===== src/dhcp_pkg.sv =====
package dhcp_pkg;

  ////////////////////
  // basic widths
  ////////////////////
  typedef logic [7:0]  byte_t;     // one frame byte
  typedef logic [31:0] ip_addr_t;  // ipv4 address
  typedef logic [47:0] mac_addr_t; // ethernet address
  typedef logic [31:0] xid_t;      // dhcp transaction id
  typedef logic [15:0] port_t;     // udp port
  typedef logic [15:0] len_t;      // byte length

  typedef enum logic [7:0] {
    dhcp_discover = 8'd1,
    dhcp_offer    = 8'd2,
    dhcp_request  = 8'd3,
    dhcp_ack      = 8'd5
  } msg_type_t;

  typedef enum logic [2:0] {
    st_idle,
    st_discover,
    st_wait_offer,
    st_request,
    st_wait_ack,
    st_bound
  } client_state_t;

  ////////////////////
  // frame geometry
  ////////////////////
  localparam int DHCP_HDR_LEN   = 240;                     // bootp fields plus cookie
  localparam int OPT_LEN        = 16;                      // bytes per option slot
  localparam int OPT_NUM_TX     = 5;                       // slots per frame
  localparam int OPT_TOT_LEN_TX = OPT_NUM_TX * OPT_LEN;
  localparam int FRAME_MAX_LEN  = DHCP_HDR_LEN + OPT_TOT_LEN_TX;
  localparam int OPT_CNT_W      = $clog2(OPT_NUM_TX);      // slot shift counter
  localparam int CHADDR_PAD_LEN = 10;                      // chaddr is 16 bytes, mac is 6
  localparam int SNAME_LEN      = 64;
  localparam int FILE_LEN       = 128;

  typedef logic [OPT_NUM_TX-1:0] opt_pres_t; // bit i set means slot i present

  localparam int        SLOT_END      = 4;           // end option always last
  localparam opt_pres_t PRES_DISCOVER = 5'b11101;    // no requested ip
  localparam opt_pres_t PRES_REQUEST  = 5'b11111;

  ////////////////////
  // option codes
  ////////////////////
  localparam byte_t OPT_PAD           = 8'd0;
  localparam byte_t OPT_HOSTNAME      = 8'd12;
  localparam byte_t OPT_REQ_IP        = 8'd50;
  localparam byte_t OPT_MSG_TYPE      = 8'd53;
  localparam byte_t OPT_CLIENT_ID     = 8'd61;
  localparam byte_t OPT_END           = 8'd255;
  localparam byte_t OPT_MSG_TYPE_LEN  = 8'd1;
  localparam byte_t OPT_REQ_IP_LEN    = 8'd4;
  localparam byte_t OPT_CLIENT_ID_LEN = 8'd7;        // hw type byte plus mac

  localparam byte_t HOSTNAME_LEN = 8'd8;
  localparam logic [0:HOSTNAME_LEN-1][7:0] HOSTNAME = "fpgacli1";

  ////////////////////
  // bootp and udp
  ////////////////////
  localparam byte_t       BOOTP_OP_REQ = 8'd1;       // boot request
  localparam byte_t       HTYPE_ETH    = 8'd1;       // also client id type
  localparam byte_t       HLEN_ETH     = 8'd6;
  localparam logic [15:0] BOOTP_FLAGS  = 16'h8000;   // broadcast reply wanted
  localparam logic [31:0] MAGIC_COOKIE = 32'h6382_5363;

  localparam port_t    DHCP_CLI_PORT = 16'd68;
  localparam port_t    DHCP_SRV_PORT = 16'd67;
  localparam int       UDP_HDR_LEN   = 8;
  localparam ip_addr_t IPV4_ANY      = 32'h0000_0000;
  localparam ip_addr_t IPV4_BCAST    = 32'hffff_ffff;

  ////////////////////
  // timing and prng
  ////////////////////
  localparam int   RETRY_TICKS = 400;                 // offer/ack timeout in cycles
  localparam int   RETRY_CNT_W = $clog2(RETRY_TICKS);
  localparam xid_t PRNG_SEED   = 32'h1d87_2b41;       // any nonzero value
  localparam xid_t PRNG_TAPS   = 32'h8020_0003;       // x^32+x^22+x^2+x+1

endpackage


===== src/dhcp_client.sv =====
module dhcp_client (
  input  logic                clk,
  input  logic                fsm_rst,
  input  logic                start,
  input  dhcp_pkg::mac_addr_t mac_addr,
  input  logic                offer_val,
  input  dhcp_pkg::ip_addr_t  offer_ip,
  input  logic                ack_val,
  input  logic                udp_req,
  output logic                udp_rdy,
  output logic                udp_val,
  output logic                udp_sof,
  output logic                udp_eof,
  output dhcp_pkg::byte_t     udp_dat,
  output dhcp_pkg::port_t     udp_src_port,
  output dhcp_pkg::port_t     udp_dst_port,
  output dhcp_pkg::len_t      udp_length,
  output dhcp_pkg::ip_addr_t  ipv4_src_ip,
  output dhcp_pkg::ip_addr_t  ipv4_dst_ip,
  output logic [15:0]         ipv4_id,
  output logic                bound,
  output dhcp_pkg::ip_addr_t  lease_ip
);
  import dhcp_pkg::*;

  logic      tx_val;      // fsm to transmitter
  msg_type_t tx_msg_type;
  opt_pres_t tx_opt_pres;
  ip_addr_t  tx_req_ip;
  xid_t      tx_xid;
  logic      tx_busy;     // transmitter back to fsm
  logic      tx_done;

  dhcp_client_fsm u_fsm (
    .clk         (clk),
    .fsm_rst     (fsm_rst),
    .start       (start),
    .offer_val   (offer_val),
    .offer_ip    (offer_ip),
    .ack_val     (ack_val),
    .tx_busy     (tx_busy),
    .tx_done     (tx_done),
    .tx_val      (tx_val),
    .tx_msg_type (tx_msg_type),
    .tx_opt_pres (tx_opt_pres),
    .tx_req_ip   (tx_req_ip),
    .tx_xid      (tx_xid),
    .bound       (bound),
    .lease_ip    (lease_ip)
  );

  dhcp_tx u_tx (
    .clk          (clk),
    .fsm_rst      (fsm_rst),
    .tx_val       (tx_val),
    .tx_msg_type  (tx_msg_type),
    .tx_opt_pres  (tx_opt_pres),
    .tx_req_ip    (tx_req_ip),
    .tx_xid       (tx_xid),
    .mac_addr     (mac_addr),
    .udp_req      (udp_req),
    .udp_rdy      (udp_rdy),
    .udp_val      (udp_val),
    .udp_sof      (udp_sof),
    .udp_eof      (udp_eof),
    .udp_dat      (udp_dat),
    .udp_src_port (udp_src_port),
    .udp_dst_port (udp_dst_port),
    .udp_length   (udp_length),
    .ipv4_src_ip  (ipv4_src_ip),
    .ipv4_dst_ip  (ipv4_dst_ip),
    .ipv4_id      (ipv4_id),
    .tx_busy      (tx_busy),
    .tx_done      (tx_done)
  );

endmodule


===== src/dhcp_client_fsm.sv =====
module dhcp_client_fsm (
  input  logic                clk,
  input  logic                fsm_rst,
  input  logic                start,
  input  logic                offer_val,
  input  dhcp_pkg::ip_addr_t  offer_ip,
  input  logic                ack_val,
  input  logic                tx_busy,
  input  logic                tx_done,
  output logic                tx_val,
  output dhcp_pkg::msg_type_t tx_msg_type,
  output dhcp_pkg::opt_pres_t tx_opt_pres,
  output dhcp_pkg::ip_addr_t  tx_req_ip,
  output dhcp_pkg::xid_t      tx_xid,
  output logic                bound,
  output dhcp_pkg::ip_addr_t  lease_ip
);
  import dhcp_pkg::*;

  client_state_t          state;
  xid_t                   prng_val;
  ip_addr_t               offer_ip_r; // address from the last offer
  logic                   sent;       // frame fully out, retry window open
  logic [RETRY_CNT_W-1:0] retry_cnt;
  logic                   timeout;
  logic                   send;       // tx_val goes out this edge

  assign timeout = sent & (retry_cnt == RETRY_CNT_W'(RETRY_TICKS - 1));
  assign send    = ((state == st_discover) | (state == st_request)) & ~tx_busy;

  dhcp_prng u_prng (
    .clk      (clk),
    .fsm_rst  (fsm_rst),
    .prng_val (prng_val)
  );

  ////////////////////
  // exchange fsm
  ////////////////////
  always_ff @(posedge clk) begin
    if (fsm_rst) begin
      state     <= st_idle;
      tx_val    <= 1'b0;
      bound     <= 1'b0;
      sent      <= 1'b0;
      retry_cnt <= '0;
    end else begin
      tx_val <= send;                       // single-cycle pulse
      if (tx_done) sent <= 1'b1;
      if (sent) retry_cnt <= retry_cnt + 1'b1;
      if (send) begin
        sent      <= 1'b0;                  // window restarts per frame
        retry_cnt <= '0;
      end
      case (state)
        st_idle:       if (start) state <= st_discover;
        st_discover:   if (send) state <= st_wait_offer;
        st_wait_offer: begin
          if (offer_val) state <= st_request;
          else if (timeout) state <= st_discover; // resend with new xid
        end
        st_request:    if (send) state <= st_wait_ack;
        st_wait_ack: begin
          if (ack_val) begin
            bound <= 1'b1;
            state <= st_bound;
          end else if (timeout) begin
            state <= st_discover;
          end
        end
        st_bound:      sent <= 1'b0;        // no renewal, timer parked
        default:       state <= st_idle;
      endcase
    end
  end

  ////////////////////
  // message fields
  ////////////////////
  always_ff @(posedge clk) begin
    if (send && state == st_discover) begin
      tx_xid      <= prng_val;              // fresh xid per discover
      tx_msg_type <= dhcp_discover;
      tx_opt_pres <= PRES_DISCOVER;
      tx_req_ip   <= IPV4_ANY;
    end
    if (send && state == st_request) begin
      tx_msg_type <= dhcp_request;          // xid kept from discover
      tx_opt_pres <= PRES_REQUEST;
      tx_req_ip   <= offer_ip_r;
    end
    if (state == st_wait_offer && offer_val) offer_ip_r <= offer_ip;
    if (state == st_wait_ack && ack_val) lease_ip <= offer_ip_r;
  end

  // transmitter drops requests that arrive mid-frame
  a_no_val_when_busy : assert property (
    @(posedge clk) disable iff (fsm_rst)
    tx_val |-> !tx_busy
  );

endmodule


===== src/dhcp_opt_asm.sv =====
module dhcp_opt_asm (
  input  logic                  clk,
  input  logic                  fsm_rst,
  input  logic                  tx_val,
  input  dhcp_pkg::msg_type_t   msg_type,
  input  dhcp_pkg::ip_addr_t    req_ip,
  input  dhcp_pkg::mac_addr_t   mac_addr,
  input  dhcp_pkg::opt_pres_t   opt_pres,
  output logic [0:dhcp_pkg::OPT_NUM_TX-1][dhcp_pkg::OPT_LEN-1:0][7:0] opt_slots,
  output dhcp_pkg::len_t        opt_len,
  output logic                  opt_rdy
);
  import dhcp_pkg::*;

  logic [0:OPT_NUM_TX-1][OPT_LEN-1:0][7:0] proto; // prototype slots, slot 0 first
  opt_pres_t                               pres;  // shifted with proto
  logic [OPT_CNT_W-1:0]                    opt_cnt;
  logic                                    shift_opt;
  logic                                    last_shift;

  assign last_shift = (opt_cnt == OPT_CNT_W'(OPT_NUM_TX - 1));

  ////////////////////
  // control
  ////////////////////
  always_ff @(posedge clk) begin
    if (fsm_rst) begin
      shift_opt <= 1'b0;
      opt_cnt   <= '0;
      opt_rdy   <= 1'b0;
      pres      <= '0;
      opt_len   <= '0;
    end else begin
      if (tx_val) begin
        shift_opt <= 1'b1;     // start packing next cycle
        opt_cnt   <= '0;
        opt_len   <= '0;
        pres      <= opt_pres;
      end else if (shift_opt) begin
        opt_cnt <= opt_cnt + 1'b1;
        pres    <= {pres[OPT_NUM_TX-2:0], 1'b0}; // top bit is slot under test
        if (pres[OPT_NUM_TX-1]) begin
          opt_len <= opt_len + len_t'(OPT_LEN);
        end
        if (last_shift) begin
          shift_opt <= 1'b0;
          opt_rdy   <= 1'b1;   // held until next reset
        end
      end
    end
  end

  ////////////////////
  // slot packing
  ////////////////////
  // slots are walked from the end option back to message type, each present
  // one is pushed in at index 0, so present slots land contiguous from slot 0
  always_ff @(posedge clk) begin
    if (tx_val) begin
      proto <= {
        {OPT_MSG_TYPE, OPT_MSG_TYPE_LEN, byte_t'(msg_type),
         {(OPT_LEN - OPT_MSG_TYPE_LEN - 2){OPT_PAD}}},
        {OPT_REQ_IP, OPT_REQ_IP_LEN, req_ip,
         {(OPT_LEN - OPT_REQ_IP_LEN - 2){OPT_PAD}}},
        {OPT_CLIENT_ID, OPT_CLIENT_ID_LEN, HTYPE_ETH, mac_addr,
         {(OPT_LEN - OPT_CLIENT_ID_LEN - 2){OPT_PAD}}},
        {OPT_HOSTNAME, HOSTNAME_LEN, HOSTNAME,
         {(OPT_LEN - HOSTNAME_LEN - 2){OPT_PAD}}},
        {OPT_END, {(OPT_LEN - 1){OPT_PAD}}}
      };
      opt_slots <= '0;         // absent tail reads as padding
    end else if (shift_opt) begin
      proto[1:OPT_NUM_TX-1] <= proto[0:OPT_NUM_TX-2];
      if (pres[OPT_NUM_TX-1]) begin
        opt_slots[1:OPT_NUM_TX-1] <= opt_slots[0:OPT_NUM_TX-2];
        opt_slots[0]              <= proto[OPT_NUM_TX-1];
      end
    end
  end

  // a frame without the end option is malformed on the wire
  a_end_present : assert property (
    @(posedge clk) disable iff (fsm_rst)
    tx_val |-> opt_pres[SLOT_END]
  );

endmodule


===== src/dhcp_prng.sv =====
module dhcp_prng (
  input  logic           clk,
  input  logic           fsm_rst,
  output dhcp_pkg::xid_t prng_val
);
  import dhcp_pkg::*;

  logic feedback; // bit shifted out this cycle

  assign feedback = prng_val[0];

  // galois form, right shift with taps folded in
  always_ff @(posedge clk) begin
    if (fsm_rst) begin
      prng_val <= PRNG_SEED; // nonzero seed
    end else begin
      prng_val <= (prng_val >> 1) ^ ({$bits(xid_t){feedback}} & PRNG_TAPS);
    end
  end

  // all-zero state would lock up, xids would repeat forever
  a_prng_nonzero : assert property (
    @(posedge clk) disable iff (fsm_rst)
    prng_val != '0
  );

endmodule


===== src/dhcp_tx.sv =====
module dhcp_tx (
  input  logic                clk,
  input  logic                fsm_rst,
  input  logic                tx_val,
  input  dhcp_pkg::msg_type_t tx_msg_type,
  input  dhcp_pkg::opt_pres_t tx_opt_pres,
  input  dhcp_pkg::ip_addr_t  tx_req_ip,
  input  dhcp_pkg::xid_t      tx_xid,
  input  dhcp_pkg::mac_addr_t mac_addr,
  input  logic                udp_req,
  output logic                udp_rdy,
  output logic                udp_val,
  output logic                udp_sof,
  output logic                udp_eof,
  output dhcp_pkg::byte_t     udp_dat,
  output dhcp_pkg::port_t     udp_src_port,
  output dhcp_pkg::port_t     udp_dst_port,
  output dhcp_pkg::len_t      udp_length,
  output dhcp_pkg::ip_addr_t  ipv4_src_ip,
  output dhcp_pkg::ip_addr_t  ipv4_dst_ip,
  output logic [15:0]         ipv4_id,
  output logic                tx_busy,
  output logic                tx_done
);
  import dhcp_pkg::*;

  logic                                    tx_rst;    // external or end-of-frame reset
  logic                                    rst_reg;   // set with eof
  logic                                    opt_rdy;
  logic                                    append;    // options ready, not yet loaded
  logic                                    shift;     // one byte out this edge
  logic [0:OPT_NUM_TX-1][OPT_LEN-1:0][7:0] opt_slots;
  len_t                                    opt_len;
  len_t                                    frame_len;
  len_t                                    byte_cnt;
  logic [0:FRAME_MAX_LEN-1][7:0]           frame_buf; // byte 0 goes out next
  logic [15:0]                             id_cnt;

  assign tx_rst    = fsm_rst | rst_reg;
  assign append    = opt_rdy & ~udp_rdy;
  assign shift     = udp_rdy & udp_req;
  assign frame_len = len_t'(DHCP_HDR_LEN) + opt_len;
  assign tx_done   = udp_eof; // fsm starts its retry window here

  dhcp_opt_asm u_opt_asm (
    .clk       (clk),
    .fsm_rst   (tx_rst),
    .tx_val    (tx_val),
    .msg_type  (tx_msg_type),
    .req_ip    (tx_req_ip),
    .mac_addr  (mac_addr),
    .opt_pres  (tx_opt_pres),
    .opt_slots (opt_slots),
    .opt_len   (opt_len),
    .opt_rdy   (opt_rdy)
  );

  ////////////////////
  // stream control
  ////////////////////
  always_ff @(posedge clk) begin
    if (tx_rst) begin
      rst_reg  <= 1'b0;
      tx_busy  <= 1'b0;
      udp_rdy  <= 1'b0;
      udp_val  <= 1'b0;
      udp_sof  <= 1'b0;
      udp_eof  <= 1'b0;
      byte_cnt <= '0;
    end else begin
      udp_val <= 1'b0; // strobes default low
      udp_sof <= 1'b0;
      udp_eof <= 1'b0;
      if (tx_val) tx_busy <= 1'b1;
      if (append) udp_rdy <= 1'b1; // one cycle after opt_rdy
      if (shift) begin
        udp_val  <= 1'b1;
        udp_sof  <= (byte_cnt == '0);
        byte_cnt <= byte_cnt + 1'b1;
        if (byte_cnt == frame_len - 1'b1) begin
          udp_eof <= 1'b1;
          rst_reg <= 1'b1;         // clears everything next edge
        end
      end
    end
  end

  ////////////////////
  // frame buffer
  ////////////////////
  always_ff @(posedge clk) begin
    if (tx_val) begin
      frame_buf[0:DHCP_HDR_LEN-1] <= {
        BOOTP_OP_REQ, HTYPE_ETH, HLEN_ETH, 8'd0, // op htype hlen hops
        tx_xid,
        16'd0, BOOTP_FLAGS,                      // secs flags
        IPV4_ANY, IPV4_ANY, IPV4_ANY, IPV4_ANY,  // ciaddr yiaddr siaddr giaddr
        mac_addr, {CHADDR_PAD_LEN{8'h00}},
        {SNAME_LEN{8'h00}},
        {FILE_LEN{8'h00}},
        MAGIC_COOKIE
      };
    end else if (append) begin
      frame_buf[DHCP_HDR_LEN:FRAME_MAX_LEN-1] <= opt_slots;
      udp_src_port <= DHCP_CLI_PORT;
      udp_dst_port <= DHCP_SRV_PORT;
      udp_length   <= frame_len + len_t'(UDP_HDR_LEN);
      ipv4_src_ip  <= IPV4_ANY;     // no address before bound
      ipv4_dst_ip  <= IPV4_BCAST;
      ipv4_id      <= id_cnt;
    end else if (shift) begin
      frame_buf[0:FRAME_MAX_LEN-2] <= frame_buf[1:FRAME_MAX_LEN-1];
      udp_dat                      <= frame_buf[0];
    end
  end

  // ipv4 id survives the per-frame reset
  always_ff @(posedge clk) begin
    if (fsm_rst) begin
      id_cnt <= '0;
    end else if (append) begin
      id_cnt <= id_cnt + 1'b1;
    end
  end

  // downstream only sees data it pulled
  a_val_after_req : assert property (
    @(posedge clk) disable iff (fsm_rst)
    !udp_req |=> !udp_val
  );

endmodule


===== config.mk =====
export PLATFORM = sky130hd
export DESIGN_NAME = dhcp_client
export DESIGN_NICKNAME = d
export VERILOG_FILES = /design/src/dhcp_pkg.sv /design/src/dhcp_client.sv /design/src/dhcp_client_fsm.sv /design/src/dhcp_opt_asm.sv /design/src/dhcp_prng.sv /design/src/dhcp_tx.sv
export SDC_FILE = /design/constraint.sdc
export NUM_CORES = 2
export LEC_CHECK = 0
export BUFFER_PORTS_ARGS = -buffer_cell sky130_fd_sc_hd__buf_2
export CORE_MARGIN = 1.5
export CORE_UTILIZATION = 40
export CTS_BUF_LIST = sky130_fd_sc_hd__clkbuf_4 sky130_fd_sc_hd__clkbuf_8 sky130_fd_sc_hd__clkbuf_16
export DETAILED_ROUTE_END_ITERATION = 6
export SLEW_MARGIN = 20
export SYNTH_ARGS = -nofsm -noshare
export SYNTH_HDL_FRONTEND = slang
export SYNTH_SLANG_ARGS = --single-unit

===== constraint.sdc =====
create_clock -name clk -period 33.9 [get_ports clk]
set_input_delay 6.78 -clock clk [delete_from_list [all_inputs] [get_ports clk]]
set_output_delay 6.78 -clock clk [all_outputs]
set_load 0.02 [all_outputs]

==> impl_metrics.csv <==
group,metric,value,unit
status,status,"complete, no violations",
worst_setup_path,crit_type,"input port to flip-flop",
power,p_switching,2.03,mW
grt,grt-ovfl-total,0,
clock_network,cts_sinks,3323,
sta,rsz0062_at_grt,"false",
place,numPortBuffers,158,
layout,fin_nets,12200,
worst_setup_path,critPathBufInv,6,
power,intPower,6.68,mW
clock_network,clockBufferDepth,4,
floorplanning,fp.dieH,545,um
flow_run,maxCapViolations,0,
floorplanning,core,292000,um^2
synth,synth_area_leaders,"dfxtp_1, edfxtp_1, nand2_1, a21oi_1, a22o_1",
layout,post-route-util,45.4,%
synth,syn_area,118000,um^2
route,route.detailed.drc,0,
grt,grt_pass1_vias,74100,
route,wl_met3,8370,um
layout,fill_cells,28200,
power,leakage,46.5,nW
sta,fmax,0.0910,GHz
route,routedWlPerCell,14.6,um
sta,tightestPinTransition,1.12,ns
worst_setup_path,end_kind,"flip-flop",
grt,grt_start_max_net_pins,237,
clock_network,postCtsSetupRepairBufs,0,
synth,synth_seq_cells,3323,
route,viasPerCell,4.93,
floorplanning,die_w,545,um
clock_network,clockRootBuffer,"clkbuf_16",
sta,finalSetupViolations,0,
synth,synth_cells,12400,
grt,antenna_found_initial,13,
worst_setup_path,crit_fanout,233,
route,dr_wl_met2,107000,um
worst_setup_path,cp_data_required_time,34.67,ns
sta,fin_setup_tns,0,ns
grt,grt_pass1_wl,389000,um
clock_network,hold_buffers,0,
route,top_layer,"met4",
sta,final.period_utilization,32.4,%
floorplanning,design.portCount,259,
clock_network,htreeDepth,5,
power,totalPowerFinal,8.71,mW
worst_setup_path,worstPathCellList,"buf_6 > nand2_4 > buf_4 > buf_4 > buf_6 > buf_12 > buf_6 > nand2_1 > a21oi_1",
synth,ys_dominant_reg_cell,"dfxtp_1",
floorplanning,rows,198,
route,drt_wl_total,237000,um
power,ir_drop,0.0000460,V
sta,max_slew_margin,25.3,%
power,comb_power_share,5.5,%
sta,final_max_slew_viol_count,0,
layout,largest_reg_flops,2505,
worst_setup_path,crit_path_frequent_cell,"buf_6",
synth,yosysWarnings,0,
clock_network,cts_resized,0,
floorplanning,dieArea,297000,um^2
synth,async_flop_share,0,%
route,drtIter0Drc,6703,
sta,skew,0.0959,ns
worst_setup_path,crit_path_start_kind,"input port",
grt,grt.total_usage,15.3,%
synth,synth_largest_area_cell,"dfxtp_1",
worst_setup_path,slowest_stage,"buf_4",
clock_network,insertion_delay,0.95,ns
synth,ys_seq_area_share,64.3,%
layout,area_delta_synth_final,12.5,%
sta,hold_violations,0,
layout,layout-drive-gt1-share,7.61,%
synth,ys_types,51,
power,seqPwrFrac,49.8,%
synth,synth_top_area_share,41.1,%
layout,reg.largest.list,"u_tx.frame_buf (2505), u_tx.u_opt_asm.opt_slots (330), u_tx.u_opt_asm.proto (216)",
worst_setup_path,cpPeakStageDelay,0.78,ns
worst_setup_path,path_delay_family,"buffers and inverters",
clock_network,numCtsBuffers,351,
place,dp_hpwl,126000,um
layout,top_register,"u_tx.frame_buf",
clock_network,path_clk_slew,0.06,ns
synth,synth_edf_count,910,
sta,fin_crit,10.99,ns
route,ant_nets,0,
worst_setup_path,crit_arrival,11.77,ns
place,place_congestion,0.740,
power,pwr-share-clk,44.7,%
power,netSwitchingFraction,23.3,%
synth,synth_area_per_cell,9.48,um^2
route,via_count,80300,
route,first_pass_iters,7,
worst_hold_path,worstHoldPathType,"flip-flop to flip-flop",
route,wl_met1,116000,um
clock_network,cts_tree,"done",
floorplanning,start_util,40.3,%
power,power.density,65.8,nW/um^2
## synthesized netlist by cell type (all sizes together), types with 12 or more instances
| cell type | instances |
|---|---|
| inv | 17 |
| clkbuf | 898 |
| nand4 | 13 |
| nand3b | 20 |
| edfxtp | 910 |
| a211o | 35 |
| or2 | 16 |
| nor2b | 49 |
| or3 | 12 |
| buf | 152 |
| a21oi | 2174 |
| xnor2 | 44 |
| a21o | 28 |
| a22o | 396 |
| and3 | 274 |
| mux2i | 99 |
| dfxtp | 2413 |
| o21ai | 44 |
| and2 | 72 |
| nor2 | 191 |
| nand3 | 18 |
| nand2 | 4438 |
| xor2 | 34 |
## stage by stage
stage / cells / hold slack, ns / worst slack, ns / area (um^2)
6_report: 16300 / 0.403 / 22.91 / 132000
5_1_grt: 16300 / 0.416 / 22.50 / 132000
4_1_cts: 16300 / 0.400 / 22.38 / 132000
3_5_place_dp: 15600 / 0.406 / 21.43 / 120000
3_3_place_gp: 15600 / 0.405 / 21.43 / 120000
2_1_floorplan: 12500 / 0.400 / 8.60 / 118000
## final timing paths
kind | startpoint | end | slack [ns] | depth (start not counted)
max | udp_req | u_tx.frame_buf[1373]$_SDFFE_PP0P_ | 22.91 | 9
min | u_fsm.u_prng.prng_val[27]$_SDFF_PP1_ | u_fsm.tx_xid[27]$_DFFE_PP_ | 0.40 | 0
max reg2reg | u_tx.udp_rdy$_SDFFE_PP0P_ | u_tx.frame_buf[1373]$_SDFFE_PP0P_ | 28.48 | 8
min reg2reg | u_fsm.u_prng.prng_val[27]$_SDFF_PP1_ | u_fsm.tx_xid[27]$_DFFE_PP_ | 0.40 | 0
## logic make-up (layout without fill, tap and decap cells)
group	after synthesis	in the layout	share of synthesized area [%]
fa+ha+maj	9	9	0.0957
other cells	2	106	0.00638
mux	99	99	0.842
xor+xnor	78	78	0.581
simple gates	5133	5133	17.5
flops	3323	3323	64.3
compound gates	2698	2698	13.0
buf+inv	1067	932	3.74
## metal layers
layer / global-route usage, % / vias to the layer above
li1: - / 40500
met2: 24.1 / 991
met4: 4.19 / 0
met1: 21.9 / 38400
met3: 2.16 / 368
met5: 0 / -
## layout by cell type, fill, tap and decap left out, drive strengths merged, types with 28 or more instances in the layout
master and instances:
o21ai 44, buf 262, dfxtp 2413, and2 72
mux2i 99, a22o 396, nor2 191, and3 274
xor2 34, inv 28, edfxtp 910, xnor2 44
nor2b 49, nand2 4438, clkinv 107, a211o 35
clkbuf 504, conb 100, a21o 28, a21oi 2174
## layout make-up
class,instances,area [um^2],area share (%)
Tap cell,3900,4880,3.69
Timing Repair Buffer,262,1700,1.28
Antenna cell,6,15.0,0.0113
Clock inverter,149,1620,1.23
Inverter,17,65.1,0.0492
Clock buffer,504,10300,7.81
Sequential cell,3323,75600,57.2
Multi-Input combinational cell,8117,38100,28.8
## power by group through the flow
stage          combinational (mW)  sequential (mW)  clock (mW)
5_1_grt                     0.531             4.35        4.17
4_1_cts                     0.484             4.34        4.01
3_5_place_dp                0.482             4.42           0
3_3_place_gp                0.480             4.42           0
2_1_floorplan               0.377             4.38           0
6_report                    0.475             4.34        3.90
## worst register-to-register path: stages, from the launching register on
cell and delay [ns]:
dfxtp_4 0.40, nand2_4 0.64, buf_4 0.74, buf_4 0.81, buf_6 0.70, buf_12 0.85
buf_6 0.77, nand2_1 0.20, a21oi_1 0.18
No activity file was read; power rests on OpenSTA's default activity.
